File: src/rtl/synthPkg.sv
// -------------------------------------------------------------------
// Audio and DDS definitions shared by the voice path and the mixer.
// Refer to items by package scope, e.g. synthPkg::sampleT.
// -------------------------------------------------------------------
package synthPkg;

   // Sizing of the voice array and accumulator
   localparam int NumVoices  = 4;
   localparam int PhaseWidth = 32;
   localparam int FreqWidth  = 18;
   localparam int FreqShift  = 14;   // Word lands in phase bits 31..14
   localparam int AddrWidth  = 8;    // Top phase bits index the table
   localparam int QuadOffset = 64;   // Quarter of 256 entries, 90 degrees
   localparam int MixShift   = 2;    // Divide by four voices

   typedef logic [PhaseWidth-1:0]   phaseT;
   typedef logic [FreqWidth-1:0]    freqWordT;
   typedef logic [AddrWidth-1:0]    romAddrT;
   typedef logic signed [15:0]      sampleT;    // Two's-complement audio

   // One voice, in-phase and quadrature samples
   typedef struct packed {
      sampleT sine;
      sampleT cosine;
   } voiceOutT;

endpackage

File: src/rtl/axiLitePkg.sv
// -------------------------------------------------------------------
// AXI4-Lite channel bundles and the register map of the synthesizer.
// Master side drives axiLiteReqT, slave side answers with axiLiteRspT.
// -------------------------------------------------------------------
package axiLitePkg;

   localparam int BusAddrWidth = 8;
   localparam int BusDataWidth = 32;

   typedef logic [BusAddrWidth-1:0] busAddrT;
   typedef logic [BusDataWidth-1:0] busDataT;
   typedef logic [1:0]              respT;

   localparam respT RespOkay   = 2'd0;
   localparam respT RespSlvErr = 2'd2;

   // Register map, byte addresses
   localparam busAddrT FreqBase   = 8'h00;   // Voice v at FreqBase + 4*v
   localparam busAddrT EnableAddr = 8'h10;   // Low NumVoices bits kept

   typedef struct packed {
      busAddrT awaddr;
      logic    awvalid;
      busDataT wdata;
      logic    wvalid;
      logic    bready;
      busAddrT araddr;
      logic    arvalid;
      logic    rready;
   } axiLiteReqT;

   typedef struct packed {
      logic    awready;
      logic    wready;
      logic    bvalid;
      respT    bresp;
      logic    arready;
      logic    rvalid;
      busDataT rdata;
      respT    rresp;
   } axiLiteRspT;

endpackage

File: src/rtl/voiceRegs.sv
// -------------------------------------------------------------------
// AXI4-Lite register slave for the voice array. Holds one tuning word
// per voice and the voice enable mask; reads return the stored values.
// Address and write data are taken together, one transfer at a time.
// -------------------------------------------------------------------
`timescale 1ns/1ns

module voiceRegs (
   input  logic                            AUD_DACLRCK,
   input  logic                            rstN,
   input  axiLitePkg::axiLiteReqT          busReq,
   output axiLitePkg::axiLiteRspT          busRsp,
   output synthPkg::freqWordT              freqWords [synthPkg::NumVoices],
   output logic [synthPkg::NumVoices-1:0]  enableMask
);

   typedef logic [$clog2(synthPkg::NumVoices)-1:0] voiceIdxT;
   typedef enum logic {WrIdle, WrResp} wrStateT;
   typedef enum logic {RdIdle, RdResp} rdStateT;

   wrStateT              wrState;
   rdStateT              rdState;
   axiLitePkg::respT     bresp;
   axiLitePkg::respT     rresp;
   axiLitePkg::busDataT  rdata;
   logic                 wrFire;   // Write accepted this cycle
   logic                 rdFire;   // Read accepted this cycle

   // Word-aligned hit inside the frequency block
   function automatic logic isFreqAddr(axiLitePkg::busAddrT addr);
      return (addr >= axiLitePkg::FreqBase) &&
             (addr < axiLitePkg::FreqBase + 4 * synthPkg::NumVoices) &&
             (addr[1:0] == 2'b00);
   endfunction

   function automatic voiceIdxT freqIndex(axiLitePkg::busAddrT addr);
      return voiceIdxT'((addr - axiLitePkg::FreqBase) >> 2);
   endfunction

   assign wrFire = (wrState == WrIdle) && busReq.awvalid && busReq.wvalid;
   assign rdFire = (rdState == RdIdle) && busReq.arvalid;

   // Response bundle, readies are combinational on the idle state
   always_comb begin
      busRsp         = '0;
      busRsp.awready = wrFire;
      busRsp.wready  = wrFire;
      busRsp.bvalid  = (wrState == WrResp);
      busRsp.bresp   = bresp;
      busRsp.arready = rdFire;
      busRsp.rvalid  = (rdState == RdResp);
      busRsp.rdata   = rdata;
      busRsp.rresp   = rresp;
   end

   // -----------------------------------------------------------------
   // Write channel
   // -----------------------------------------------------------------
   always_ff @(posedge AUD_DACLRCK) begin
      if (!rstN) begin
         wrState    <= WrIdle;
         bresp      <= axiLitePkg::RespOkay;
         freqWords  <= '{default: '0};
         enableMask <= '0;
      end else begin
         case (wrState)
            WrIdle: if (wrFire) begin
               wrState <= WrResp;   // bvalid from this edge on
               bresp   <= axiLitePkg::RespOkay;
               if (isFreqAddr(busReq.awaddr)) begin
                  freqWords[freqIndex(busReq.awaddr)] <=
                     busReq.wdata[synthPkg::FreqWidth-1:0];
               end else if (busReq.awaddr == axiLitePkg::EnableAddr) begin
                  enableMask <= busReq.wdata[synthPkg::NumVoices-1:0];
               end else begin
                  bresp <= axiLitePkg::RespSlvErr;   // Unmapped, no effect
               end
            end
            WrResp: if (busReq.bready) wrState <= WrIdle;
            default: wrState <= WrIdle;
         endcase
      end
   end

   // -----------------------------------------------------------------
   // Read channel
   // -----------------------------------------------------------------
   always_ff @(posedge AUD_DACLRCK) begin
      if (!rstN) begin
         rdState <= RdIdle;
         rresp   <= axiLitePkg::RespOkay;
         rdata   <= '0;
      end else begin
         case (rdState)
            RdIdle: if (rdFire) begin
               rdState <= RdResp;
               rresp   <= axiLitePkg::RespOkay;
               if (isFreqAddr(busReq.araddr)) begin
                  rdata <= axiLitePkg::busDataT'(freqWords[freqIndex(busReq.araddr)]);
               end else if (busReq.araddr == axiLitePkg::EnableAddr) begin
                  rdata <= axiLitePkg::busDataT'(enableMask);
               end else begin
                  rdata <= '0;                        // Unmapped reads as zero
                  rresp <= axiLitePkg::RespSlvErr;
               end
            end
            RdResp: if (busReq.rready) rdState <= RdIdle;   // Data held till then
            default: rdState <= RdIdle;
         endcase
      end
   end

endmodule

File: config.mk
export PLATFORM = sky130hd
export DESIGN_NAME = voiceRegs
export DESIGN_NICKNAME = d
export VERILOG_FILES = /design/src/rtl/synthPkg.sv /design/src/rtl/axiLitePkg.sv /design/src/rtl/voiceRegs.sv
export SDC_FILE = /design/constraint.sdc
export NUM_CORES = 1
export LEC_CHECK = 0
export ABC_AREA = 1
export BUFFER_PORTS_ARGS = -buffer_cell sky130_fd_sc_hd__clkbuf_2
export CORE_MARGIN = 2
export CORE_UTILIZATION = 30
export DETAILED_ROUTE_END_ITERATION = 7
export PLACE_DENSITY = 0.56
export SLEW_MARGIN = 20
export SYNTH_ARGS = -nofsm -noshare
export SYNTH_HDL_FRONTEND = slang
export SYNTH_SLANG_ARGS = --single-unit
File: constraint.sdc
create_clock -name AUD_DACLRCK -period 1.2 [get_ports AUD_DACLRCK]
set_input_delay 0.06 -clock AUD_DACLRCK [delete_from_list [all_inputs] [get_ports AUD_DACLRCK]]
set_output_delay 0.06 -clock AUD_DACLRCK [all_outputs]
set_load 0.02 [all_outputs]
==> impl_metrics.json <==
{
  "outcome": "finished, violations left",
  "violations": "setup timing",
  "cp-start-kind": "flop",
  "async_reset_ff_frac": 0,
  "final_util": 0.424,
  "holdWs_ns": 0.00813,
  "cpMostUsedCell": "nor2_1",
  "synth_cells": 658,
  "pin_count": 172,
  "clk_pin_slew_ns": 0.07,
  "cts_buffer_depth": 2,
  "yosys.cell_types.count": 26,
  "overflow": 0,
  "io_buffers": 141,
  "place.gp.congestion": 0.904,
  "ys_warn_count": 0,
  "htreeDepth": 3,
  "crit_path_top_delay_cell": "dfxtp_2",
  "rsz0062_at_grt": "true",
  "hp-class": "input port to flop",
  "via_per_inst": 4.68,
  "path_cells": "nor2_4, inv_2, nor2_8, nand3_4, clkbuf_16, nor2_1, nor2_1",
  "slew_violations": 0,
  "crit_path_end_kind": "flop",
  "synthTopCellsByArea": "dfxtp_1, nand2_1, a21oi_1",
  "grt_pass1_vias": 4048,
  "wl_per_cell_um": 15.7,
  "fp-row-count": 45,
  "dieArea_um2": 16200,
  "crit_arrival_ns": 1.53,
  "yosysTopAreaCellShare": 0.430,
  "max_freq_mhz": 776,
  "drv_cap": 0,
  "yosys_register_bits": 98,
  "ant_nets": 0,
  "path_buf_inv": 2,
  "fillers": 1587,
  "critPathRequiredTime_ns": 1.44,
  "synth_edf_count": 0,
  "area_delta_synth_final_pct": 40.0,
  "hold_viol": 0,
  "setup_viol": 75,
  "period_minus_slack_ns": 1.29,
  "clock_sinks": 98,
  "die-width_um": 127,
  "dp_slack_ns": -0.0307,
  "path_max_fanout": 18,
  "vias": 4737,
  "finalWirelength_um": 15900,
  "root_buffer": "clkbuf_16",
  "route.detailed.drc": 0,
  "synth_flop_cell": "dfxtp_1",
  "hpwl_um": 10700,
  "firstDrtPassIters": 5,
  "skew_ns": 0.00505,
  "core_um2": 15000,
  "initial_core_util": 0.303,
  "post-route-period-util": 1.07,
  "track_usage": 0.180,
  "numCtsBuffers": 9,
  "cts_tree": "built",
  "drive_gt1_frac": 0.334,
  "syn_area_um2": 4560,
  "clkLatencyLatePin_ns": 0.35,
  "power_density_nw_per_um2": 1110,
  "path_class": "flop to flop",
  "ir_drop_mv": 0.721,
  "synth_area_per_cell_um2": 6.93,
  "slowest_delay_ns": 0.34,
  "grt_first_pass_wirelength_um": 22800,
  "n_antenna_cell": 0,
  "yosysSeqAreaShare": 0.430,
  "cp_top_family": "simple AND/OR/NAND/NOR gates",
  "setup_slack_ns": -0.0886,
  "fp.dieH_um": 127,
  "fin_nets": 874,
  "power_leakage_uw": 0.00288,
  "antenna_found_initial": 0,
  "netlist.top_cell.by_area": "dfxtp_1",
  "grt_max_degree": 57,
  "drtIter0Drc": 293
}
-- layer usage --
metal / global-route usage / share of wire / up-vias
met5: 0 / 0 / -
met4: 0.0633 / 0.022 / 0
met3: 0.0423 / 0.061 / 22
met2: 0.268 / 0.44 / 155
met1: 0.256 / 0.47 / 2159
li1: - / - / 2401
-- cells in the final DEF (no fill, tap or decap), types with 2 or more instances in the layout --
cell type	count
clkbuf_2	139
nand2_1	137
dfxtp_1	96
a21oi_1	73
nor2_1	72
nand3_1	54
o21ai_0	44
inv_1	43
buf_4	31
nand2_2	17
conb_1	16
clkbuf_16	14
a21oi_2	12
nand3_2	11
nor2_2	10
buf_12	10
nand2_4	6
buf_6	5
dlygate4sd3_1	5
inv_2	4
nor3_1	4
nor2_4	3
nand2_8	2
o21ai_1	2
bufinv_16	2
clkinv_2	2
-- flip-flops by register name, summed over array words and instances, names as in the netlist --
| register | flops |
|---|---|
| freqWords | 72 |
| rdata | 18 |
| rdState | 1 |
| wrState | 1 |
| enableMask | 4 |
| bresp | 1 |
| rresp | 1 |
-- final cells by class --
cell class | instances | area [µm²] | share of cell area
Multi-Input combinational cell | 467 | 2310 | 0.362
Clock inverter | 5 | 77.6 | 0.0122
Tap cell | 188 | 235 | 0.0369
Timing Repair Buffer | 196 | 1380 | 0.215
Inverter | 47 | 176 | 0.0276
Clock buffer | 11 | 243 | 0.0380
Sequential cell | 98 | 1970 | 0.308
-- cell families after synthesis --
| family | count (synthesis) | synth area share |
|---|---|---|
| buf+inv | 109 | 0.126 |
| flops | 98 | 0.430 |
| simple gates | 318 | 0.297 |
| other cells | 1 | 0.000823 |
| compound gates | 132 | 0.145 |
-- metrics by stage --
step                      cell area (µm²)  TNS, ns  total power, µW  std cells
after floorplan                      4620   -0.104             3720        673
after global placement               5570   -0.486             3960        978
after detailed placement             5570   -0.467             3960        978
after CTS                            5960   -0.690             7120       1000
after global routing                 6380   -10.24             7340       1012
final                                6380    -4.54             7110       1012
-- worst paths after layout --
| kind | from | end | slack [ns] | depth (start not counted) |
|---|---|---|---|---|
| max | wrState$_SDFF_PN0_ | freqWords[43]$_SDFFE_PN0P_ | -0.09 | 7 |
| min | busReq[28] | freqWords[70]$_SDFFE_PN0P_ | 0.008 | 3 |
| max reg2reg | wrState$_SDFF_PN0_ | freqWords[43]$_SDFFE_PN0P_ | -0.09 | 7 |
| min reg2reg | rdata[5]$_SDFFE_PN0P_ | rdata[5]$_SDFFE_PN0P_ | 0.46 | 2 |
-- tightest hold or removal path, cell delays in order --
cell and delay [ns]:
clkbuf_2 0.12, nand3_2 0.07, a21oi_1 0.05
-- cells in the mapped netlist, types with 4 or more instances --
master      n
clkbuf_1   18
buf_4      21
o21ai_0    44
buf_6       8
inv_1      45
nor2_2      4
nor3_1      4
nor2_1     79
buf_2      12
nand3_1    64
a21oi_1    85
nand2_1   158
dfxtp_1    98
-- power breakdown --
| part | switching [µW] | internal [µW] | total (µW) | leakage [µW] |
|---|---|---|---|---|
| Sequential | 8.59 | 3260 | 3270 | 0.000791 |
| Combinational | 452 | 230 | 682 | 0.00193 |
| Clock | 1280 | 1880 | 3160 | 0.000156 |
-- what timing repair did --
| item | 4_1_cts | 5_1_grt |
|---|---|---|
| resized for setup | 2 | 67 |
| pin swaps | 9 | 25 |
| setup endpoints to repair | 42 | 94 |
| endpoints found under the hold margin | 5 | 0 |
| setup buffers | 0 | 5 |
| cloned | 1 | 7 |
| hold buffers | 5 | 0 |
Power figures use the tool's default switching activity.
