<file path="config.mk">
export PLATFORM = sky130hd
export DESIGN_NAME = ddsVoice
export DESIGN_NICKNAME = d
export VERILOG_FILES = /design/src/rtl/synthPkg.sv /design/src/rtl/sineRom.sv /design/src/rtl/ddsVoice.sv
export SDC_FILE = /design/constraint.sdc
export NUM_CORES = 1
export LEC_CHECK = 0
export BUFFER_PORTS_ARGS = -buffer_cell sky130_fd_sc_hd__buf_4
export CELL_PAD_IN_SITES_DETAIL_PLACEMENT = 0
export CELL_PAD_IN_SITES_GLOBAL_PLACEMENT = 1
export CORE_UTILIZATION = 43
export CTS_BUF_LIST = sky130_fd_sc_hd__clkbuf_8
export CTS_CLUSTER_SIZE = 40
export DETAILED_ROUTE_END_ITERATION = 10
export PLACE_DENSITY = 0.88
export RECOVER_POWER = 50
export REMOVE_ABC_BUFFERS = 1
export SLEW_MARGIN = 10
export SYNTH_ARGS = -nofsm -noshare
export SYNTH_HDL_FRONTEND = slang
export SYNTH_HIERARCHICAL = 1
export SYNTH_SLANG_ARGS = --single-unit
</file>
<file path="constraint.sdc">
create_clock -name AUD_DACLRCK -period 4.5 [get_ports AUD_DACLRCK]
set_input_delay 0.225 -clock AUD_DACLRCK [delete_from_list [all_inputs] [get_ports AUD_DACLRCK]]
set_output_delay 0.225 -clock AUD_DACLRCK [all_outputs]
set_load 0.005 [all_outputs]
</file>
<file path="src/rtl/synthPkg.sv">
// -------------------------------------------------------------------
// Audio and DDS definitions shared by the voice path and the mixer.
// Refer to items by package scope, e.g. synthPkg::sampleT.
// -------------------------------------------------------------------
package synthPkg;

   // Sizing of the voice array and accumulator
   localparam int NumVoices  = 4;
   localparam int PhaseWidth = 32;
   localparam int FreqWidth  = 18;
   localparam int FreqShift  = 14;   // Word lands in phase bits 31..14
   localparam int AddrWidth  = 8;    // Top phase bits index the table
   localparam int QuadOffset = 64;   // Quarter of 256 entries, 90 degrees
   localparam int MixShift   = 2;    // Divide by four voices

   typedef logic [PhaseWidth-1:0]   phaseT;
   typedef logic [FreqWidth-1:0]    freqWordT;
   typedef logic [AddrWidth-1:0]    romAddrT;
   typedef logic signed [15:0]      sampleT;    // Two's-complement audio

   // One voice, in-phase and quadrature samples
   typedef struct packed {
      sampleT sine;
      sampleT cosine;
   } voiceOutT;

endpackage

</file>
<file path="src/rtl/sineRom.sv">
// -------------------------------------------------------------------
// 256-point, 16-bit two's-complement sine lookup with one register.
// Only a quarter wave is stored; quadrant logic mirrors and negates.
// -------------------------------------------------------------------
`timescale 1ns/1ns

module sineRom (
   input  logic              AUD_DACLRCK,
   input  synthPkg::romAddrT address,
   output synthPkg::sampleT  sine
);

   logic [6:0]       quarterIdx;   // 0..64 inclusive
   synthPkg::sampleT quarterVal;

   // Quadrants 1 and 3 run backwards through the quarter table
   assign quarterIdx = address[6] ? 7'd64 - {1'b0, address[5:0]}
                                  : {1'b0, address[5:0]};

   // Quarter wave, (2^14-1)*sin(2*pi*n/256)
   always_comb begin
      case (quarterIdx)
         7'd0:    quarterVal = 16'h0000;
         7'd1:    quarterVal = 16'h0192;
         7'd2:    quarterVal = 16'h0323;
         7'd3:    quarterVal = 16'h04b5;
         7'd4:    quarterVal = 16'h0645;
         7'd5:    quarterVal = 16'h07d5;
         7'd6:    quarterVal = 16'h0963;
         7'd7:    quarterVal = 16'h0af0;
         7'd8:    quarterVal = 16'h0c7c;
         7'd9:    quarterVal = 16'h0e05;
         7'd10:   quarterVal = 16'h0f8c;
         7'd11:   quarterVal = 16'h1111;
         7'd12:   quarterVal = 16'h1293;
         7'd13:   quarterVal = 16'h1413;
         7'd14:   quarterVal = 16'h158f;
         7'd15:   quarterVal = 16'h1708;
         7'd16:   quarterVal = 16'h187d;   // 22.5 degrees
         7'd17:   quarterVal = 16'h19ef;
         7'd18:   quarterVal = 16'h1b5c;
         7'd19:   quarterVal = 16'h1cc5;
         7'd20:   quarterVal = 16'h1e2a;
         7'd21:   quarterVal = 16'h1f8b;
         7'd22:   quarterVal = 16'h20e6;
         7'd23:   quarterVal = 16'h223c;
         7'd24:   quarterVal = 16'h238d;
         7'd25:   quarterVal = 16'h24d9;
         7'd26:   quarterVal = 16'h261f;
         7'd27:   quarterVal = 16'h275f;
         7'd28:   quarterVal = 16'h2899;
         7'd29:   quarterVal = 16'h29cc;
         7'd30:   quarterVal = 16'h2afa;
         7'd31:   quarterVal = 16'h2c20;
         7'd32:   quarterVal = 16'h2d40;   // 45 degrees
         7'd33:   quarterVal = 16'h2e59;
         7'd34:   quarterVal = 16'h2f6b;
         7'd35:   quarterVal = 16'h3075;
         7'd36:   quarterVal = 16'h3178;
         7'd37:   quarterVal = 16'h3273;
         7'd38:   quarterVal = 16'h3366;
         7'd39:   quarterVal = 16'h3452;
         7'd40:   quarterVal = 16'h3535;
         7'd41:   quarterVal = 16'h3611;
         7'd42:   quarterVal = 16'h36e4;
         7'd43:   quarterVal = 16'h37ae;
         7'd44:   quarterVal = 16'h3870;
         7'd45:   quarterVal = 16'h3929;
         7'd46:   quarterVal = 16'h39da;
         7'd47:   quarterVal = 16'h3a81;
         7'd48:   quarterVal = 16'h3b1f;
         7'd49:   quarterVal = 16'h3bb5;
         7'd50:   quarterVal = 16'h3c41;
         7'd51:   quarterVal = 16'h3cc4;
         7'd52:   quarterVal = 16'h3d3d;
         7'd53:   quarterVal = 16'h3dad;
         7'd54:   quarterVal = 16'h3e14;
         7'd55:   quarterVal = 16'h3e70;
         7'd56:   quarterVal = 16'h3ec4;
         7'd57:   quarterVal = 16'h3f0d;
         7'd58:   quarterVal = 16'h3f4d;
         7'd59:   quarterVal = 16'h3f83;
         7'd60:   quarterVal = 16'h3fb0;
         7'd61:   quarterVal = 16'h3fd2;
         7'd62:   quarterVal = 16'h3feb;
         7'd63:   quarterVal = 16'h3ffa;
         7'd64:   quarterVal = 16'h3fff;   // Peak, only reached by mirroring
         default: quarterVal = 16'h0000;
      endcase
   end

   // Lower half of the circle is the negated upper half
   always_ff @(posedge AUD_DACLRCK) begin
      sine <= address[7] ? -quarterVal : quarterVal;
   end

endmodule

</file>
<file path="src/rtl/ddsVoice.sv">
// -------------------------------------------------------------------
// Single DDS voice. Phase accumulator plus two table lookups, the
// second one a quarter turn ahead. Output is silent one cycle after
// the phase was held off.
// -------------------------------------------------------------------
`timescale 1ns/1ns

module ddsVoice (
   input  logic               AUD_DACLRCK,
   input  logic               rstN,
   input  synthPkg::freqWordT freqWord,
   input  logic               enable,
   output synthPkg::voiceOutT voiceOut
);

   synthPkg::phaseT   phase;
   synthPkg::romAddrT sineAddr;
   synthPkg::romAddrT cosAddr;
   synthPkg::sampleT  sineVal;
   synthPkg::sampleT  cosVal;
   logic              phaseOn;   // Stored phase came from an enabled voice
   logic              outOn;     // Same flag, aligned with table output

   always_ff @(posedge AUD_DACLRCK) begin
      if (!rstN) begin
         phase   <= '0;
         phaseOn <= 1'b0;
         outOn   <= 1'b0;
      end else begin
         // Disabled voice parks at phase zero, restarts from there
         phase   <= enable ? phase + (synthPkg::phaseT'(freqWord) << synthPkg::FreqShift)
                           : '0;
         phaseOn <= enable;
         outOn   <= phaseOn;
      end
   end

   assign sineAddr = phase[synthPkg::PhaseWidth-1 -: synthPkg::AddrWidth];
   assign cosAddr  = synthPkg::romAddrT'(sineAddr + synthPkg::QuadOffset);   // Wraps at 256

   sineRom i_sineRom (.AUD_DACLRCK(AUD_DACLRCK), .address(sineAddr), .sine(sineVal));
   sineRom i_cosRom  (.AUD_DACLRCK(AUD_DACLRCK), .address(cosAddr),  .sine(cosVal));

   assign voiceOut.sine   = outOn ? sineVal : '0;
   assign voiceOut.cosine = outOn ? cosVal  : '0;   // cos(0) is not zero, gate it

endmodule

</file>
==> results.ini, run 1 <==
[status]
outcome=finished, final reports clean

[sta]
period_needed_ns=4.23
max_freq_mhz=237
relSlewSlack=0.323
period_share=0.939
rsz0062_at_grt=no
skew_ns=0.0197
timing.hold.ws_ns=0.139
tightest_slew_ns=1.01
slew_violations=0
setup_viol=0
hold_viol=0

[floorplanning]
io_pins=53
dieArea_sq_um=18900
fp.dieW_um=137
die_h_um=137
start_util=0.438
std_cell_rows=49
core_sq_um=18000

[routing]
drc=0
routed_wl_um=26200
vias=8549
wire_per_inst_um=19.8
drt_first_pass_iters=6
ant_nets=0
drt-vias-per-instance=6.47
detail_route.iter0.violations=1167

[synth]
synth.avg_cell_area_sq_um=7.30
syn-cell-area_sq_um=7880
synthFlopType=dfxtp_1
synth-async-reset-ratio=0
synth.distinct_cells=110
yosysWarnings=6
ys_ff_latch=52
syn_inst=1079
synth-edff-count=0
ys_seq_area_frac=0.132

[critical_path]
worstSetupStartpoint=phase[25]
crit_required_ns=4.71
ff2ff_setup_slack_ns=0.27
path_max_fanout=13
ff2ff_path_depth=15
critPathKind=reg -> reg
start_kind=register
worstPathArrival_ns=4.44
endpoint_kind=register
reg2reg_from=phase[25]

[clock_tree]
cts_tree=done
cts-buffers-inserted=5
cts.clk_slew.worst_paths_ns=0.11
ctsHoldBuffers=0
postCtsResizedCells=0
cts.sinks=52
insertion_delay_ns=0.33
h-tree-depth=2
clock_path_buffers=2
root_buffer=clkbuf_8
cts_setup_buffers=0

[placement]
dpl-instance-area_sq_um=8460
dpl.hpwl_um=19400
gp_congestion=1.01
port_buffers=52

[grt]
grt_start_max_net_pins=53
overflow=0
grt_pass1_vias=7644
grt_pass1_wl_um=41100
antenna_found_initial=0
track_usage=0.278

[final_layout]
fill_cells=1852
area_delta_synth_final_pct=8.39
area.sequential_sq_um=1050
final_core_util=0.475
multiInputGateArea_sq_um=6230
nets=1159
stdcell_area_sq_um=8540
drive_gt1_frac=0.155
diodes=0

[run]
maxCapViolCount=0

[worst_hold_path]
holdPathStages=2
hold_class=in -> reg
min-delay-start=enable

[power_and_ir_drop]
cellLeakagePower_uw=0.00333
fin_total_pwr_uw=3480
power_density_nw_per_um2=408
peakVddDrop_uv=190

## sequential cells by signal, indices dropped and copies added (netlist names)
name,count
outOn,1
phase,18
i_sineRom/sine,16
i_cosRom/sine,16
phaseOn,1
## cells in the mapped netlist, drive strengths merged, types with 16 or more instances
library cell | instances | share of area
a211oi | 24 | 0.025
a21oi | 65 | 0.042
and2 | 41 | 0.033
buf | 58 | 0.043
clkbuf | 36 | 0.017
dfxtp | 52 | 0.13
ha | 45 | 0.071
inv | 31 | 0.015
nand2 | 88 | 0.042
nand2b | 28 | 0.022
nand3 | 27 | 0.019
nand4 | 16 | 0.013
nor2 | 71 | 0.035
nor2b | 25 | 0.020
nor3 | 42 | 0.028
o211ai | 17 | 0.017
o21ai | 69 | 0.044
o22ai | 16 | 0.013
o31ai | 30 | 0.033
xnor2 | 30 | 0.034
## routing by layer
metal / track usage / vias up / share of wire
met3: 0.0530 / 81 / 0.089
met4: 0.0977 / 0 / 0.030
li1: - / 4111 / -
met2: 0.428 / 442 / 0.43
met5: 0 / - / 0
met1: 0.382 / 3915 / 0.45
## worst max-delay path: stages, from the launching register on
cell and delay [ns]:
dfxtp_1 0.48, inv_1 0.10, ha_1 0.24, buf_4 0.21, xnor2_1 0.46, o22ai_1 0.17
buf_4 0.20, a221oi_1 0.31, o2bb2ai_1 0.18, a32oi_1 0.16, nor2_1 0.15, ha_1 0.17
nand2_1 0.07, or4_4 0.54, or3_1 0.38, o31a_1 0.28
## metrics by stage
stage,worst slack (ns),std cells,setup TNS (ns)
after floorplan,-1.47,985,-29.16
after global placement,0.393,1314,0
after detailed placement,0.360,1314,0
after CTS,0.307,1322,0
after global routing,0.0464,1322,0
final,0.274,1322,0
## kinds of logic (layout without fill, tap and decap cells)
kind of cell / Yosys count / in the layout / synth area share
DFF: 52 / 52 / 0.132
buffers and inverters: 127 / 141 / 0.0756
adders and majority gates: 46 / 46 / 0.0740
AOI/OAI and AO/OA: 384 / 384 / 0.361
xor gates and xnor gates: 42 / 42 / 0.0500
muxes: 20 / 20 / 0.0264
and+or+nand+nor: 408 / 408 / 0.281
## report_power, final
group	total [uW]	leakage, uW	internal [uW]	switching, uW
Combinational	2480	0.00283	932	1550
Clock	332	0.0000599	166	166
Sequential	663	0.000435	612	51.7
## cell type report
type	instances	share of cell area
inverters	33	0.0145
repair buffers	100	0.0871
multi-input cells	900	0.729
clock inverters	3	0.00498
well taps	229	0.0336
flip-flops and latches	52	0.123
clock buffers	5	0.00806
## final timing paths
check                           end
hold / removal            phase[14]
setup / recovery  i_cosRom/sine[14]
hold reg to reg           phase[14]
setup reg to reg  i_cosRom/sine[14]
## layout by cell type (no fill, tap or decap), types with 13 or more instances in the layout
cell,Yosys,layout
buf_4,5,96
nand2_1,88,88
nor2_1,70,70
a21oi_1,64,65
o21ai_0,64,64
dfxtp_1,52,48
ha_1,45,45
nor3_1,41,41
and2_0,1,32
inv_1,28,29
nand2b_1,28,28
xnor2_1,29,27
o31ai_1,25,26
nor2b_1,25,25
nand3_1,24,24
a211oi_1,21,21
nand4_1,16,16
o22ai_1,16,16
o211ai_1,15,15
or3_1,14,14
mux2i_1,14,14
a221oi_1,12,13
Power figures use the tool's default switching activity.
==> inputs of run 2 (changes only) <==
--- a/config.mk
+++ b/config.mk
@@ -8,11 +8,11 @@
 export BUFFER_PORTS_ARGS = -buffer_cell sky130_fd_sc_hd__buf_4
 export CELL_PAD_IN_SITES_DETAIL_PLACEMENT = 0
 export CELL_PAD_IN_SITES_GLOBAL_PLACEMENT = 1
-export CORE_UTILIZATION = 43
+export CORE_UTILIZATION = 50
 export CTS_BUF_LIST = sky130_fd_sc_hd__clkbuf_8
 export CTS_CLUSTER_SIZE = 40
 export DETAILED_ROUTE_END_ITERATION = 10
-export PLACE_DENSITY = 0.88
+export PLACE_DENSITY = 0.95
 export RECOVER_POWER = 50
 export REMOVE_ABC_BUFFERS = 1
 export SLEW_MARGIN = 10
==> constraint.sdc (replaced) <==
create_clock -name AUD_DACLRCK -period 5.4 [get_ports AUD_DACLRCK]
set_input_delay 0.27 -clock AUD_DACLRCK [delete_from_list [all_inputs] [get_ports AUD_DACLRCK]]
set_output_delay 0.27 -clock AUD_DACLRCK [all_outputs]
set_load 0.005 [all_outputs]
==> results.ini, run 2 (same netlist as run 1, synthesis figures left out) <==
[status]
outcome=finished, final reports clean

[clock_tree]
clock_path_buffers=2  ; unchanged
postCtsResizedCells=0  ; unchanged
cts_tree=done
cts.sinks=52  ; unchanged
insertion_delay_ns=0.34  ; about the same
h-tree-depth=2  ; unchanged
root_buffer=clkbuf_8
ctsHoldBuffers=0  ; unchanged
cts_setup_buffers=0  ; unchanged
cts.clk_slew.worst_paths_ns=0.11  ; about the same
cts-buffers-inserted=5  ; unchanged

[power_and_ir_drop]
peakVddDrop_uv=136  ; -28%
cellLeakagePower_uw=0.00321  ; -3.5%
power_density_nw_per_um2=341  ; -16%

[final_layout]
final_cell_mix=nand2_1, nor2_1, a21oi_1
reg_top3=phase: 18 flops, i_cosRom/sine: 16 flops, i_sineRom/sine: 16 flops
area_delta_synth_final_pct=5.81
largest_register_ffs=18  ; unchanged
drive_gt1_frac=0.137  ; -0.0179
multiInputGateArea_sq_um=6230  ; unchanged
fill_cells=1487  ; -20%
largest-register=phase
final_common_cell=nand2_1
diodes=0  ; unchanged
area.sequential_sq_um=1050  ; unchanged
nets=1134  ; -2.2%
stdcell_area_sq_um=8330  ; -2.4%

[sta]
period_share=0.879  ; -0.0597
hold_viol=0  ; unchanged
slew_violations=0  ; unchanged
skew_ns=0.0189  ; -0.000752 ns
period_needed_ns=4.75  ; +0.523 ns
setup_viol=0  ; unchanged
relSlewSlack=0.369  ; +0.0458
rsz0062_at_grt=no
max_freq_mhz=211  ; -11%
timing.hold.ws_ns=0.157  ; +0.0182 ns
tightest_slew_ns=0.945  ; -0.0672 ns

[routing]
vias=8600  ; +0.60%
wire_per_inst_um=19.5  ; -1.5%
ant_nets=0  ; unchanged
drc=0  ; unchanged
drt_first_pass_iters=7  ; +1
drt-vias-per-instance=6.72  ; +4.0%
detail_route.iter0.violations=1159  ; -0.69%
routed_wl_um=25000  ; -4.7%

[critical_path]
critPathKind=reg -> reg
path_max_fanout=19  ; +6
start_kind=register
endpoint_kind=register
ff2ff_path_depth=15  ; unchanged
reg2reg_from=phase[24]
crit_required_ns=5.62  ; +0.91 ns
worstPathArrival_ns=4.97  ; +0.53 ns
worstSetupStartpoint=phase[24]

[placement]
dpl-instance-area_sq_um=8250  ; -2.5%
gp_congestion=0.998  ; -1.3%
port_buffers=52  ; unchanged
dpl.hpwl_um=17800  ; -8.3%

[floorplanning]
dieArea_sq_um=16300  ; -14%
fp.dieW_um=128  ; -7.2%
start_util=0.514  ; +0.0758
io_pins=53  ; unchanged
die_h_um=128  ; -7.2%
std_cell_rows=45  ; -8.2%
core_sq_um=15300  ; -15%

[grt]
overflow=0  ; unchanged
grt_start_max_net_pins=53  ; unchanged
track_usage=0.305  ; +0.0278
grt_pass1_vias=7655  ; +0.14%
antenna_found_initial=0  ; unchanged
grt_pass1_wl_um=40000  ; -2.8%

[worst_hold_path]
holdPathStages=2  ; unchanged
min-delay-start=enable
hold_class=in -> reg

[run]
maxCapViolCount=0  ; unchanged

[run 2: path summary, 6_finish.rpt]
path / end / slack (ns)
setup / recovery: i_cosRom/sine[14] / 0.65
hold / removal: phase[14] / 0.16
setup reg to reg: i_cosRom/sine[14] / 0.65
hold reg to reg: outOn / 0.57
[run 2: critical path, cell delays in order (launching register included)]
cell and delay, ns:
dfxtp_2 0.56, clkinv_1 0.11, buf_4 0.20, ha_1 0.43
nand2_1 0.13, nand2_1 0.09, inv_1 0.37, ha_1 0.36
a2111o_1 0.14, a221oi_1 0.08, nor4_1 0.55, a311o_1 0.28
nand2_1 0.10, or4_4 0.54, or3_1 0.39, o31a_1 0.28
[run 2: area by class of cell]
class,instances,share of cell area
sequential,52,0.126
multi-input combinational,900,0.747
timing repair buffer,75,0.0671
clock inverter,3,0.00555
tap,211,0.0317
inverter,33,0.0149
clock buffer,5,0.00826
[run 2: report_power, final]
group	switching, uW	total (uW)	leakage [uW]	internal [uW]
Sequential	51.2	561	0.000435	510
Clock	149	290	0.0000600	141
Combinational	1250	1990	0.00271	736
Total	1450	2840	0.00321	1390
[run 2: per-stage QoR]
stage	setup WS, ns	setup TNS, ns	std cells	total power, uW	utilization
2_1_floorplan	-0.567	-3.80	985	1970	-
3_3_place_gp	0.938	0	1271	2500	0.539
3_5_place_dp	0.854	0	1271	2500	0.539
4_1_cts	0.803	0	1279	2800	0.546
5_1_grt	0.272	0	1279	3040	0.544
6_report	0.651	0	1279	2840	0.544
[run 2: routing by layer]
layer	vias to the layer above	global-route usage	routed length, um
met4	0	0.113	607
met1	3952	0.417	10800
met3	62	0.0666	2710
met2	527	0.468	10800
met5	-	0	0
li1	4059	-	-
