==> src/rtl/synthPkg.sv <==
// -------------------------------------------------------------------
// Audio and DDS definitions shared by the voice path and the mixer.
// Refer to items by package scope, e.g. synthPkg::sampleT.
// -------------------------------------------------------------------
package synthPkg;

   // Sizing of the voice array and accumulator
   localparam int NumVoices  = 4;
   localparam int PhaseWidth = 32;
   localparam int FreqWidth  = 18;
   localparam int FreqShift  = 14;   // Word lands in phase bits 31..14
   localparam int AddrWidth  = 8;    // Top phase bits index the table
   localparam int QuadOffset = 64;   // Quarter of 256 entries, 90 degrees
   localparam int MixShift   = 2;    // Divide by four voices

   typedef logic [PhaseWidth-1:0]   phaseT;
   typedef logic [FreqWidth-1:0]    freqWordT;
   typedef logic [AddrWidth-1:0]    romAddrT;
   typedef logic signed [15:0]      sampleT;    // Two's-complement audio

   // One voice, in-phase and quadrature samples
   typedef struct packed {
      sampleT sine;
      sampleT cosine;
   } voiceOutT;

endpackage

==> src/rtl/voiceMixer.sv <==
// -------------------------------------------------------------------
// Mixes all voices into the stereo pair. Sine outputs go left,
// quadrature outputs go right; the sums are scaled back to 16 bits.
// -------------------------------------------------------------------
`timescale 1ns/1ns

module voiceMixer (
   input  logic               AUD_DACLRCK,
   input  logic               rstN,
   input  synthPkg::voiceOutT voiceOuts [synthPkg::NumVoices],
   output synthPkg::sampleT   audioL,
   output synthPkg::sampleT   audioR
);

   // Two guard bits cover four full-scale voices
   typedef logic signed [$bits(synthPkg::sampleT)+1:0] sumT;

   sumT sumL;
   sumT sumR;

   always_comb begin
      sumL = '0;
      sumR = '0;
      for (int v = 0; v < synthPkg::NumVoices; v++) begin
         sumL = sumL + sumT'(voiceOuts[v].sine);     // Sign-extended
         sumR = sumR + sumT'(voiceOuts[v].cosine);
      end
   end

   always_ff @(posedge AUD_DACLRCK) begin
      if (!rstN) begin
         audioL <= '0;
         audioR <= '0;
      end else begin
         audioL <= synthPkg::sampleT'(sumL >>> synthPkg::MixShift);   // Quarter-sum
         audioR <= synthPkg::sampleT'(sumR >>> synthPkg::MixShift);
      end
   end

endmodule

==> config.mk <==
export PLATFORM = sky130hd
export DESIGN_NAME = voiceMixer
export DESIGN_NICKNAME = d
export VERILOG_FILES = /design/src/rtl/synthPkg.sv /design/src/rtl/voiceMixer.sv
export SDC_FILE = /design/constraint.sdc
export NUM_CORES = 1
export LEC_CHECK = 0
export BUFFER_PORTS_ARGS = -buffer_cell sky130_fd_sc_hd__buf_2
export CAP_MARGIN = 15
export CORE_ASPECT_RATIO = 0.6
export CORE_UTILIZATION = 30
export CTS_CLUSTER_DIAMETER = 50
export DETAILED_ROUTE_END_ITERATION = 6
export PLACE_DENSITY_LB_ADDON = 0.3
export SLEW_MARGIN = 40
export SYNTH_ARGS = -nofsm -noshare
export SYNTH_HDL_FRONTEND = slang
export SYNTH_SLANG_ARGS = --single-unit
==> constraint.sdc <==
create_clock -name AUD_DACLRCK -period 4.4 [get_ports AUD_DACLRCK]
set_clock_uncertainty 0.1 [all_clocks]
set_input_delay 0.44 -clock AUD_DACLRCK [delete_from_list [all_inputs] [get_ports AUD_DACLRCK]]
set_output_delay 0.44 -clock AUD_DACLRCK [all_outputs]
set_load 0.01 [all_outputs]
==> results of run 1 <==
[final cells by class]
cell class | count | area share [%]
Clock buffer | 6 | 2.29
Clock inverter | 2 | 0.623
Inverter | 188 | 12.6
Multi-Input combinational cell | 311 | 54.5
Sequential cell | 32 | 11.4
Tap cell | 192 | 4.27
Timing Repair Buffer | 161 | 14.3
[cells in the final DEF, fill, tap and decap left out, drive strengths merged, types with 5 or more instances in the layout]
cell and count:
ha 30, o21a 5, nand4 5, a31oi 5
inv 188, nand2b 6, nor2 12, o21ai 22
o31ai 5, a21o 9, dfxtp 32, xnor2 14
clkbuf 6, xor2 7, a211oi 5, nand2 20
fa 66, and2 21, a21oi 27, buf 161
and3 6, nand3 7
[sequential cells by signal, summed over array words and instances (netlist names)]
signal / count
audioL: 16
audioR: 16
[through the flow]
stage | util [%] | cells | cell area (um^2) | power (uW)
6_report | 40.0 | 892 | 5620 | 2430
5_1_grt | 40.0 | 892 | 5620 | 2680
4_1_cts | 40.0 | 892 | 5620 | 2460
3_5_place_dp | 38.9 | 884 | 5460 | 2030
3_3_place_gp | 38.9 | 884 | 5460 | 2030
2_1_floorplan | - | 537 | 4440 | 1590
[metal layers]
| layer | part of all wire, % | wire length [um] | track usage [%] | vias to the layer above |
|---|---|---|---|---|
| met4 | 0.14 | 14 | 0.962 | 0 |
| li1 | - | - | - | 1954 |
| met2 | 35 | 3420 | 17.1 | 131 |
| met1 | 57 | 5590 | 21.6 | 1685 |
| met5 | 0 | 0 | 0 | - |
| met3 | 8.5 | 841 | 4.44 | 3 |
[worst paths after layout]
path | end | slack [ns] | cells past startpoint
setup / recovery | audioL[15] | 0.95 | 14
hold / removal | audioL[9] | 0.65 | 3
[synth_stat cells (6+ instances only)]
library cell,instances
sky130_fd_sc_hd__nor2_1,12
sky130_fd_sc_hd__inv_1,188
sky130_fd_sc_hd__and2_1,21
sky130_fd_sc_hd__dfxtp_1,32
sky130_fd_sc_hd__xnor2_1,14
sky130_fd_sc_hd__nand2b_1,6
sky130_fd_sc_hd__a21oi_1,24
sky130_fd_sc_hd__fa_1,66
sky130_fd_sc_hd__ha_1,30
sky130_fd_sc_hd__nand2_1,20
sky130_fd_sc_hd__o21ai_0,20
sky130_fd_sc_hd__a21o_1,9
sky130_fd_sc_hd__and3_1,6
sky130_fd_sc_hd__xor2_1,7
sky130_fd_sc_hd__nand3_1,7
[where the power goes]
group	internal, uW	switching, uW	leakage, uW
sequential	420	29.8	0.000267
combinational	702	878	0.00289
clock	266	133	0.0000808
[cell families after synthesis]
logic type,after synthesis,share of synthesized area (%)
and+or+nand+nor,95,11.7
muxes,3,0.705
DFF,32,14.4
buffers and inverters,194,16.4
xor gates and xnor gates,21,4.15
AOI/OAI and AO/OA,96,14.3
adders and majority gates,96,38.3
==> impl_summary.md, run 1 <==
STA
The final number of hold-violating endpoints is 0. Final hold analysis gives a worst-case slack of 0.646 ns. Counting I/O delays and the setup requirement, the final critical path takes 3.45 ns. The worst path uses 78.3% of the clock period. The final max-slew violation count is 0.

Once routing completed, OpenROAD measured the worst setup slack at 0.953 ns. The number of setup violations in the final report is 0. The highest attainable clock frequency is 290 MHz. For the pin with the worst max-slew slack, the measured transition is 0.652 ns.

Measured against its own limit, the worst slew margin works out to 56.5%. Setup repair after global routing left no endpoint under its margin. The final total negative setup slack is 0 ns.

Critical path
The worst setup path is captured at a flip-flop. Of all nets on the critical path, the largest fanout is 3. STA puts the critical path data arrival time at 3.55 ns. The critical path goes through buf_2 -> inv_1 -> fa_1 -> inv_1 -> fa_1 -> nand3b_1 -> inv_1 -> fa_1 -> a211oi_2 -> o211ai_1 -> nand2_1 -> nor2_1 -> or4_1 -> a21boi_1.

The startpoint type of the worst setup path is a primary input. On the critical path, the stage with the largest delay is an instance of sky130_fd_sc_hd__fa_1. For this run, the slowest stage of the critical path takes 0.54 ns.

The cell class contributing the biggest share of worst-path delay is adder cells. The required time at the worst-slack endpoint is 4.50 ns. The sum of buffers and inverters on the critical path is 4. In this run the worst setup path begins at voiceOuts[17]. The critical path class is primary input to flip-flop.

Die
The overall die area is 15300 um^2. The horizontal extent of the die is 159 um. The total core area is 14000 um^2.

The die is 96.2 um tall. Pin placement for this block handled 162 I/O pins. The initial core utilization is 31.6%.

The count of standard-cell rows is 33.

Routing
Once detail routing completed, the nets flagged for antenna violations numbered 0. The via count of the routed design is 3773. The number of violations reported at the end of detailed-routing iteration 0 is 248.

The remaining routing DRC violations is 0. For this block, the routed nets add up to 9860 um of wire. The detailed-route wire length per cell is 11.1 um. The first TritonRoute pass finished after 4 iterations. The detailed-route vias per instance is 4.23.

Logic synthesis
The proportion of synthesized chip area in sequential cells is 14.4%. The synthesized netlist occupies a cell area of 4440 um^2. The most area-hungry cell type in the Yosys netlist is sky130_fd_sc_hd__fa_1. The top-area cell type share of the netlist area is 29.8%. Sorting the synthesized cells by area gives the leading types as sky130_fd_sc_hd__fa_1 30%, sky130_fd_sc_hd__inv_1 16%, sky130_fd_sc_hd__dfxtp_1 14%. Yosys printed 0 warnings.

The number of nets in the synthesized netlist is 763. For this run, asynchronously set or reset flops after synthesis account for 0%. Synthesis handed over a netlist of 537 instances. The prevailing post-synth register cell is sky130_fd_sc_hd__dfxtp_1. The number of synthesized flops with an enable pin is 0. The post-synthesis average cell area is 8.26 um^2. The register bit total from synthesis is 32. The count of cell types in the netlist is 48.

Clocking
The clock buffer count from CTS is 5. TritonCTS built the clock tree. The H-tree was split into 2 levels. Hold repair after CTS inserted 0 buffers. The root buffer cell chosen for the clock tree is sky130_fd_sc_hd__clkbuf_16. The maximum clock insertion buffer count is 2. For this design, the sink count on the clock tree is 32.

The post-cts gate resize count is 0. The clock-pin slew on the worst setup and hold paths is 0.05 ns. The number of buffers added for setup after CTS is 0.

Final layout
At the end of the flow, the number of nets in the layout was 925. The repair_antennas step left the layout with diodes totalling 0. The growth of design area from synthesis to finish is 26.7%. The sequential standard cell area is 641 um^2.

In the final layout, the share of cells above drive strength 1 is 25.4%. In the final layout, the multi-input gates occupy 3070 um^2. Counting the fill cells in the layout gives 1478.

GRT
The first global-routing pass estimated 16600 um of wire. The number of global-route vias before repair was 3443. The total overflow reported by the global router is 0. The number of antenna violations at the first check in global routing is 0. The combined global-route utilization of all metal layers is 13.5%. The pin count of the biggest net entering global routing is 41.

Pwr
The largest vdd supply drop is 0.123 mV. For this design the static power due to leakage is 0.00324 uW. Dividing total power by cell area gives a power density of 432 nW/um^2.

Placed design
The HPWL after detailed placement is 8650 um. The worst setup slack after placement is 0.686 ns. The routability congestion estimate from global placement is 0.808. Port buffering added 161 buffers.

Run
The number of violations of the max-capacitance limit is 0.

Outcome
The flow ran to the end, and the final reports show no timing, DRC or antenna violations.

Min path
The path class of the tightest hold or removal check is primary input to flip-flop. The worst hold path begins at rstN.
Power figures use the tool's default switching activity.
==> run 2: changes to the inputs <==
- ABC_AREA: unset -> 1
- clock period: 4.4 -> 3.15 ns (I/O delays scaled with it)
==> run 2 against run 1 <==
  * Wire length about the same
  * Cell area increased by 2.4%
  * First-iteration DRC count decreased by 46%
  * Clock power rose by 15%
  * Largest cell class unchanged
  * Sequential power increased by 33%
  * Critical path depth up 3
  * Sequential cell count unchanged
  * Largest power group unchanged
  * Sequential share of layout area down 0.26 points
  * Core utilization fell by 0.95 points
  * Power is 29% higher
  * Via count increased by 8.9%
==> impl_summary.md, run 2 <==
Placed design
The number of buffers added on ports came to 161 (unchanged). The routability congestion estimate from global placement was 0.846 (was 0.808). The estimated wirelength of the detail-placed design was 8830 um (was 8650 um). The worst setup slack after placement was 0.165 ns (was 0.686 ns).

Routing
The detailed-route vias per instance is 3.95 (was 4.23). The number of nets still failing antenna checks after routing came to 0 (unchanged). The number of iterations in the first detailed-routing pass was 4 (unchanged). The total length of routed wires came to 9850 um (was 9860 um). The number of violations reported at the end of detailed-routing iteration 0 was 134 (was 248). The via count of the routed design is 4108 (was 3773). The detailed-route wire length per cell was 9.48 um (was 11.1 um).

The remaining routing DRC violations is 0 (unchanged).

Final layout
The final layout net count was 1067 (was 925). Registers with the most flip-flops: audioL (16), audioR (16) (unchanged). Most frequent cells in the layout: 252 x sky130_fd_sc_hd__inv_1, 161 x sky130_fd_sc_hd__buf_2, 148 x sky130_fd_sc_hd__nand2_1, 66 x sky130_fd_sc_hd__fa_1, 43 x sky130_fd_sc_hd__nor2_1 (was 188 x sky130_fd_sc_hd__inv_1, 161 x sky130_fd_sc_hd__buf_2, 66 x sky130_fd_sc_hd__fa_1, 32 x sky130_fd_sc_hd__dfxtp_1, 30 x sky130_fd_sc_hd__ha_1).

The most common library cell in the layout ignoring fill and taps is sky130_fd_sc_hd__inv_1 (unchanged). The filler cell count in the final layout is 1640 (was 1478). The final antenna diode count is 0 (unchanged).

The growth of design area from synthesis to finish was 25.5% (was 26.7%). The fraction of final layout cells sized beyond drive strength 1 is 20.8% (was 25.4%).

Logic synthesis
The number of synthesis warnings is 0 (unchanged). The proportion of synthesized chip area in sequential cells came to 14.0% (was 14.4%). The prevailing post-synth register cell was sky130_fd_sc_hd__dfxtp_1 (unchanged). The register bit total from synthesis is 32 (unchanged). The count of cell types in the netlist is 23 (was 48).

The top-area cell type share of the netlist area came to 28.8% (was 29.8%). The most frequent cell after synthesis is sky130_fd_sc_hd__inv_1 (unchanged). The number of nets produced by synthesis was 902 (was 763).

Most frequent cells after synthesis: 252 x sky130_fd_sc_hd__inv_1, 148 x sky130_fd_sc_hd__nand2_1, 66 x sky130_fd_sc_hd__fa_1, 43 x sky130_fd_sc_hd__nor2_1, 41 x sky130_fd_sc_hd__a21oi_1 (was 188 x sky130_fd_sc_hd__inv_1, 66 x sky130_fd_sc_hd__fa_1, 32 x sky130_fd_sc_hd__dfxtp_1, 30 x sky130_fd_sc_hd__ha_1, 24 x sky130_fd_sc_hd__a21oi_1). The most area-hungry cell type in the Yosys netlist was sky130_fd_sc_hd__fa_1 (unchanged). The post-synth design cell area is 4590 um^2 (was 4440 um^2). The post-synthesis average cell area came to 6.79 um^2 (was 8.26 um^2). The fraction of synthesis flops using an asynchronous set or reset pin is 0% (unchanged). The cell count after synthesis came to 676 (was 537). The number of synthesized flops with an enable pin was 0 (unchanged). Cell types with the largest area share after synthesis: sky130_fd_sc_hd__fa_1 29%, sky130_fd_sc_hd__inv_1 21%, sky130_fd_sc_hd__dfxtp_1 14% (was sky130_fd_sc_hd__fa_1 30%, sky130_fd_sc_hd__inv_1 16%, sky130_fd_sc_hd__dfxtp_1 14%).

STA
The highest attainable clock frequency is 371 MHz. The final max-slew violation count was 0 (unchanged). The number of setup violations in the final report was 0 (unchanged). The slew at the pin with the worst max-slew slack is 0.617 ns (was 0.652 ns). The final setup slack of the worst path came to 0.451 ns (was 0.953 ns). After layout, the worst path uses 85.7% of the clock period. The final total negative setup slack is 0 ns (unchanged).

Unrepaired setup endpoints after global routing: false (unchanged). The worst slew margin relative to its limit is 58.9% (was 56.5%). Subtracting the final worst setup slack from the clock period gives 2.70 ns. The final number of hold-violating endpoints is 0 (unchanged).

Die
The floorplan die height is 97.8 um (was 96.2 um). The total core area is 14700 um^2 (was 14000 um^2). The count of standard-cell rows is 34 (was 33). The count of pins on the block boundary is 162 (unchanged).

The overall die area was 15800 um^2 (was 15300 um^2). The initial core utilization is 31.2% (was 31.6%). The horizontal extent of the die is 162 um (was 159 um).

Critical path
The largest incremental delay on the critical path was 0.53 ns (was 0.54 ns). The startpoint type of the worst setup path is a primary input (unchanged). CP Cell Sequence: buf_2 -> inv_1 -> fa_1 -> inv_1 -> fa_1 -> nand2_1 -> nor2_4 -> fa_1 -> nand2_1 -> nand2_1 -> nand3_1 -> nand2_1 -> nand2_1 -> nand2_1 -> nand2_1 -> nand2_1 -> nor2_1 (was buf_2 -> inv_1 -> fa_1 -> inv_1 -> fa_1 -> nand3b_1 -> inv_1 -> fa_1 -> a211oi_2 -> o211ai_1 -> nand2_1 -> nor2_1 -> or4_1 -> a21boi_1).

The critical path class is primary input to flip-flop (unchanged). The highest net fanout along the worst path was 4 (was 3). The cell with the largest stage delay on the worst path is sky130_fd_sc_hd__fa_1 (unchanged). Counting stages on the worst path, the most repeated cell is sky130_fd_sc_hd__nand2_1. The required time at the worst-slack endpoint is 3.26 ns (was 4.50 ns).

The kind of capture point of the worst setup path was a flip-flop (unchanged). The arrival time of the worst setup path is 2.81 ns (was 3.55 ns).

GRT
The total overflow reported by the global router was 0 (unchanged). The routing usage on met1 was 20.9% (was 21.6%). The global routing met3 resource utilization was 4.84% (was 4.44%). The number of antenna violations at the first check in global routing is 0 (unchanged).

The pin count of the biggest net entering global routing is 31 (was 41). The global-route layer with the greatest usage is met1 (unchanged). The combined global-route utilization of all metal layers is 13.6% (was 13.5%). The first-pass GRT wire length came to 17400 um (was 16600 um). The global routing met2 resource utilization is 18.0% (was 17.1%). The number of global-route vias before repair is 3831 (was 3443).

Clocking
The number of clock sinks is 32 (unchanged). The maximum clock insertion buffer count is 2 (unchanged). The number of buffers added for setup after CTS is 0 (unchanged). The clock buffer count from CTS was 5 (unchanged). The total of hold buffers inserted after clock tree synthesis was 0 (unchanged).

The cell at the root of the clock tree was sky130_fd_sc_hd__clkbuf_16 (unchanged). The clock tree from TritonCTS is built (unchanged). The number of levels the H-tree was split into is 2 (unchanged).

The post-cts gate resize count is 0 (unchanged). The clock-pin slew on the worst setup and hold paths is 0.06 ns (was 0.05 ns).

Pwr
The combinational share of power is 66.2% (was 65.1%). The largest vdd supply drop was 0.208 mV (was 0.123 mV). The internal cell power came to 1630 uW (was 1390 uW). The switching component of the power is 1490 uW (was 1040 uW). The power per unit of standard cell area came to 543 nW/um^2 (was 432 nW/um^2).

The share of total power in the clock network is 14.8% (was 16.4%). The switching power share of the total is 47.8% (was 42.9%). The static leakage came to 0.00370 uW (was 0.00324 uW). The share of power burned in registers is 19.0% (was 18.5%).

Outcome
Outcome: complete, no violations (unchanged).

Run
The number of violations of the max-capacitance limit is 0 (unchanged).

Min path
The worst min-delay path category is primary input to flip-flop (unchanged).
-- run 2: cell types whose count changed after synthesis, moves of 7 or more --
| cell | delta |
|---|---|
| sky130_fd_sc_hd__xor2_1 | -7 |
| sky130_fd_sc_hd__a21o_1 | -9 |
| sky130_fd_sc_hd__o21ai_0 | -10 |
| sky130_fd_sc_hd__a21oi_1 | +17 |
| sky130_fd_sc_hd__nand2_1 | +128 |
| sky130_fd_sc_hd__inv_1 | +64 |
| sky130_fd_sc_hd__xnor2_1 | -12 |
| sky130_fd_sc_hd__nor2_1 | +31 |
| sky130_fd_sc_hd__nand3_1 | +21 |
| sky130_fd_sc_hd__and2_1 | -17 |
-- run 2: worst paths after layout --
path	cells after the start	slack, ns	startpoint	endpoint
setup / recovery	17	0.45	voiceOuts[17]	audioL[11]
hold / removal	3	0.45	rstN	audioR[0]
-- run 2: cell families after synthesis --
group / Yosys count / share of synthesized area (%)
AO/OA/AOI/OAI: 55 / 6.22
XOR/XNOR: 2 / 0.382
buffers and inverters: 257 / 21.2
AND/OR/NAND/NOR: 234 / 21.2
flip-flops: 32 / 14.0
adder cells (fa/ha/maj): 96 / 37.0
-- run 2: layout make-up --
| cell class | instances | area (um^2) | share of cell area (%) |
|---|---|---|---|
| Timing Repair Buffer | 161 | 806 | 14.0 |
| Tap cell | 198 | 248 | 4.31 |
| Clock inverter | 1 | 5.00 | 0.0870 |
| Clock buffer | 6 | 129 | 2.24 |
| Sequential cell | 32 | 641 | 11.1 |
| Multi-Input combinational cell | 387 | 2970 | 51.7 |
| Inverter | 254 | 953 | 16.6 |
-- run 2: per-layer routing --
| layer | vias up | share of wire, % | routed length (um) |
|---|---|---|---|
| met5 | - | 0 | 0 |
| met2 | 131 | 34 | 3370 |
| met3 | 5 | 11 | 1040 |
| li1 | 2227 | - | - |
| met1 | 1745 | 55 | 5390 |
| met4 | 0 | 0.49 | 48 |
-- run 2: power by group through the flow --
stage / Sequential (uW) / Combinational (uW) / Clock (uW)
2_1_floorplan: 694 / 1380 / 0
3_3_place_gp: 602 / 2070 / 0
3_5_place_dp: 605 / 2070 / 0
4_1_cts: 599 / 2090 / 488
5_1_grt: 614 / 2420 / 505
6_report: 595 / 2070 / 462
-- run 2: per-stage QoR --
step	hold slack, ns	cells	area (um^2)	util [%]	total power [uW]
after floorplan	0.459	676	4590	-	2070
after global placement	0.608	1032	5620	38.2	2670
after detailed placement	0.607	1032	5620	38.2	2680
after CTS	0.445	1039	5750	39.1	3170
after global routing	0.476	1039	5750	39.1	3540
final	0.452	1039	5750	39.1	3130
-- run 2: critical path, delay by kind of cell --
kind	cells	cell delay [ns]
buffers and inverters	3	0.16
adder cells (fa/ha/maj)	3	1.34
AND/OR/NAND/NOR	11	0.99
==> run 3: changes to the inputs <==
- ABC_AREA: 1 -> unset
- BUFFER_PORTS_ARGS: -buffer_cell sky130_fd_sc_hd__buf_2 -> unset
- CORE_MARGIN: unset -> 3
- DONT_BUFFER_PORTS: unset -> 1
==> run 3 against run 2 <==
  * The flow now finishes with violations (design-rule violations)
  * Non-clock buffer count is 128 lower
  * Power is 12% higher
  * Count of clock-buffer cells in the layout is 1 higher
  * Die area is 3.3% higher
  * Critical path depth is 4 lower
  * Core utilization is 2.8 points lower
  * Maximum frequency is 12% lower
  * First-iteration DRC count is 15% higher
  * Combinational power hardly changed
  * Clock power is 32% higher
  * Wire length is 7.1% higher
  * Via count is 16% lower
  * Highest routed layer unchanged
==> impl_summary.md, run 3 (same netlist as run 1, synthesis figures left out) <==
Outcome
Outcome: complete, but fails checks (was complete, no violations). The checks that failed: design-rule violations.

Placed design
The estimated wirelength of the detail-placed design is 9220 um (was 8830 um). The routability congestion estimate from global placement is 0.765 (was 0.846). The number of buffers added on ports came to 0 (was 161). The placed standard-cell area is 4900 um^2 (was 5620 um^2).

STA
The minimum clock period came to 3.07 ns (was 2.70 ns). The slew at the pin with the worst max-slew slack is 0.589 ns (was 0.617 ns). The final clock period utilization by the worst path is 97.3% (was 85.7%). The final max-slew violation count was 0 (unchanged). The final number of hold-violating endpoints was 0 (unchanged). The worst slew margin relative to its limit was 60.3% (was 58.9%). The number of setup violations in the final report came to 0 (unchanged). The final total negative setup slack is 0 ns (unchanged). Unrepaired setup endpoints after global routing: true (was false). The highest attainable clock frequency is 326 MHz (was 371 MHz). The worst hold slack is 0.0675 ns (was 0.452 ns).

Final layout
The final design area excluding fillers is 5100 um^2 (was 5750 um^2). The combined area of the multi-input logic cells is 3080 um^2 (was 2970 um^2). The growth of design area from synthesis to finish is 15.0% (was 25.5%). Registers with the most flip-flops: audioL (16), audioR (16) (unchanged). The final antenna diode count is 0 (unchanged).

The most common library cell in the layout ignoring fill and taps is sky130_fd_sc_hd__inv_1 (unchanged). Most frequent cells in the layout: 188 x sky130_fd_sc_hd__inv_1, 65 x sky130_fd_sc_hd__fa_1, 33 x sky130_fd_sc_hd__buf_4, 32 x sky130_fd_sc_hd__dfxtp_1, 30 x sky130_fd_sc_hd__ha_1 (was 252 x sky130_fd_sc_hd__inv_1, 161 x sky130_fd_sc_hd__buf_2, 148 x sky130_fd_sc_hd__nand2_1, 66 x sky130_fd_sc_hd__fa_1, 43 x sky130_fd_sc_hd__nor2_1). The final layout net count is 797 (was 1067). The sequential standard cell area is 641 um^2 (unchanged). The fraction of final layout cells sized beyond drive strength 1 was 9.62% (was 20.8%). The final design utilization is 36.3% (was 39.1%). The filler cell count in the final layout was 1477 (was 1640).

GRT
The number of global-route vias before repair is 3445 (was 3831). The first-pass GRT wire length is 16600 um (was 17400 um). The number of antenna violations at the first check in global routing is 0 (unchanged). The pin count of the biggest net entering global routing is 41 (was 31). The combined global-route utilization of all metal layers is 12.7% (was 13.6%).

The routing usage on met1 is 19.5% (was 20.9%). The global routing met2 resource utilization is 17.6% (was 18.0%). The global-route layer with the greatest usage is met1 (unchanged).

The global routing met3 resource utilization is 4.58% (was 4.84%). The total overflow reported by the global router is 0 (unchanged).

Clocking
The clock tree from TritonCTS is built (unchanged). The number of levels the H-tree was split into is 2 (unchanged). The total of hold buffers inserted after clock tree synthesis is 0 (unchanged). The maximum clock insertion buffer count came to 2 (unchanged).

The clock buffer count from CTS came to 5 (unchanged). The clock-pin slew on the worst setup and hold paths came to 0.06 ns (about the same). The number of clock sinks was 32 (unchanged). The number of buffers added for setup after CTS came to 0 (unchanged). The cell at the root of the clock tree is sky130_fd_sc_hd__clkbuf_16 (unchanged).

Critical path
The required time at the worst-slack endpoint is 3.25 ns (was 3.26 ns). The startpoint type of the worst setup path is a primary input (unchanged). The arrival time of the worst setup path is 3.17 ns (was 2.81 ns). The kind of capture point of the worst setup path is a flip-flop (unchanged).

The critical path class is primary input to flip-flop (unchanged). The highest net fanout along the worst path is 2 (was 4).

Die
The horizontal extent of the die is 163 um (was 162 um). The floorplan die height came to 100 um (was 97.8 um). The total core area is 14000 um^2 (was 14700 um^2). The count of standard-cell rows was 33 (was 34). The initial core utilization is 31.6% (was 31.2%). The overall die area is 16300 um^2 (was 15800 um^2).

The count of pins on the block boundary came to 162 (unchanged).

Run
The number of violations of the max-capacitance limit came to 0 (unchanged).

Routing
The detailed-route vias per instance is 4.53 (was 3.95). The via count of the routed design is 3462 (was 4108). The remaining routing DRC violations is 1 (was 0). The number of iterations in the first detailed-routing pass is 7 (was 4). The total length of routed wires is 10500 um (was 9850 um). The detailed-route wire length per cell is 13.8 um (was 9.48 um).

The number of violations reported at the end of detailed-routing iteration 0 came to 154 (was 134). The number of nets still failing antenna checks after routing came to 0 (unchanged).

Pwr
The largest vdd supply drop is 0.237 mV (was 0.208 mV). The power per unit of standard cell area is 686 nW/um^2 (was 543 nW/um^2). The post-route total power is 3500 uW (was 3130 uW). The static leakage is 0.00275 uW (was 0.00370 uW).

Min path
The worst min-delay path category is primary input to flip-flop (unchanged).
run 3: worst max-delay path: stages:
cell and delay (ns):
sky130_fd_sc_hd__inv_1 0.03, sky130_fd_sc_hd__fa_1 0.53, sky130_fd_sc_hd__inv_1 0.06, sky130_fd_sc_hd__fa_1 0.45
sky130_fd_sc_hd__nand3b_1 0.15, sky130_fd_sc_hd__inv_1 0.07, sky130_fd_sc_hd__fa_2 0.35, sky130_fd_sc_hd__a211oi_2 0.23
sky130_fd_sc_hd__o211ai_1 0.16, sky130_fd_sc_hd__nand2_1 0.13, sky130_fd_sc_hd__nor2_1 0.06, sky130_fd_sc_hd__or4_1 0.49
sky130_fd_sc_hd__a21boi_1 0.15
run 3: stage by stage:
stage,setup WS [ns],std cells
2_1_floorplan,0.0185,537
3_3_place_gp,-0.126,756
3_5_place_dp,-0.232,756
4_1_cts,0.0393,764
5_1_grt,-0.0571,764
6_report,0.0837,764
run 3: worst paths after layout:
| kind | from | endpoint | slack, ns | cells after the start |
|---|---|---|---|---|
| min | rstN | audioR[10] | 0.07 | 1 |
| max | voiceOuts[17] | audioL[15] | 0.08 | 13 |
run 3: cell type report:
type                       count  area share, %
multi-input combinational    311           60.4
inverter                     188           13.8
sequential                    32           12.6
timing repair buffer          33           4.86
tap                          192           4.71
clock buffer                   7           2.99
clock inverter                 1          0.589
run 3: per-layer routing:
metal / share of wire [%] / routed length [um]
met5: 0 / 0
met3: 9.5 / 1000
met4: 0.15 / 16
met2: 39 / 4150
met1: 51 / 5380
run 3: what timing repair did:
item | in CTS | in global routing
resized for setup | 0 | 3
endpoints found under the setup margin | 0 | 6
hold endpoints to repair | 0 | 0
run 3: report_power, final:
group / switching (uW) / leakage (uW) / internal [uW]
clock: 195 / 0.0000901 / 417
sequential: 195 / 0.000267 / 591
combinational: 1100 / 0.00239 / 997
total: 1490 / 0.00275 / 2010
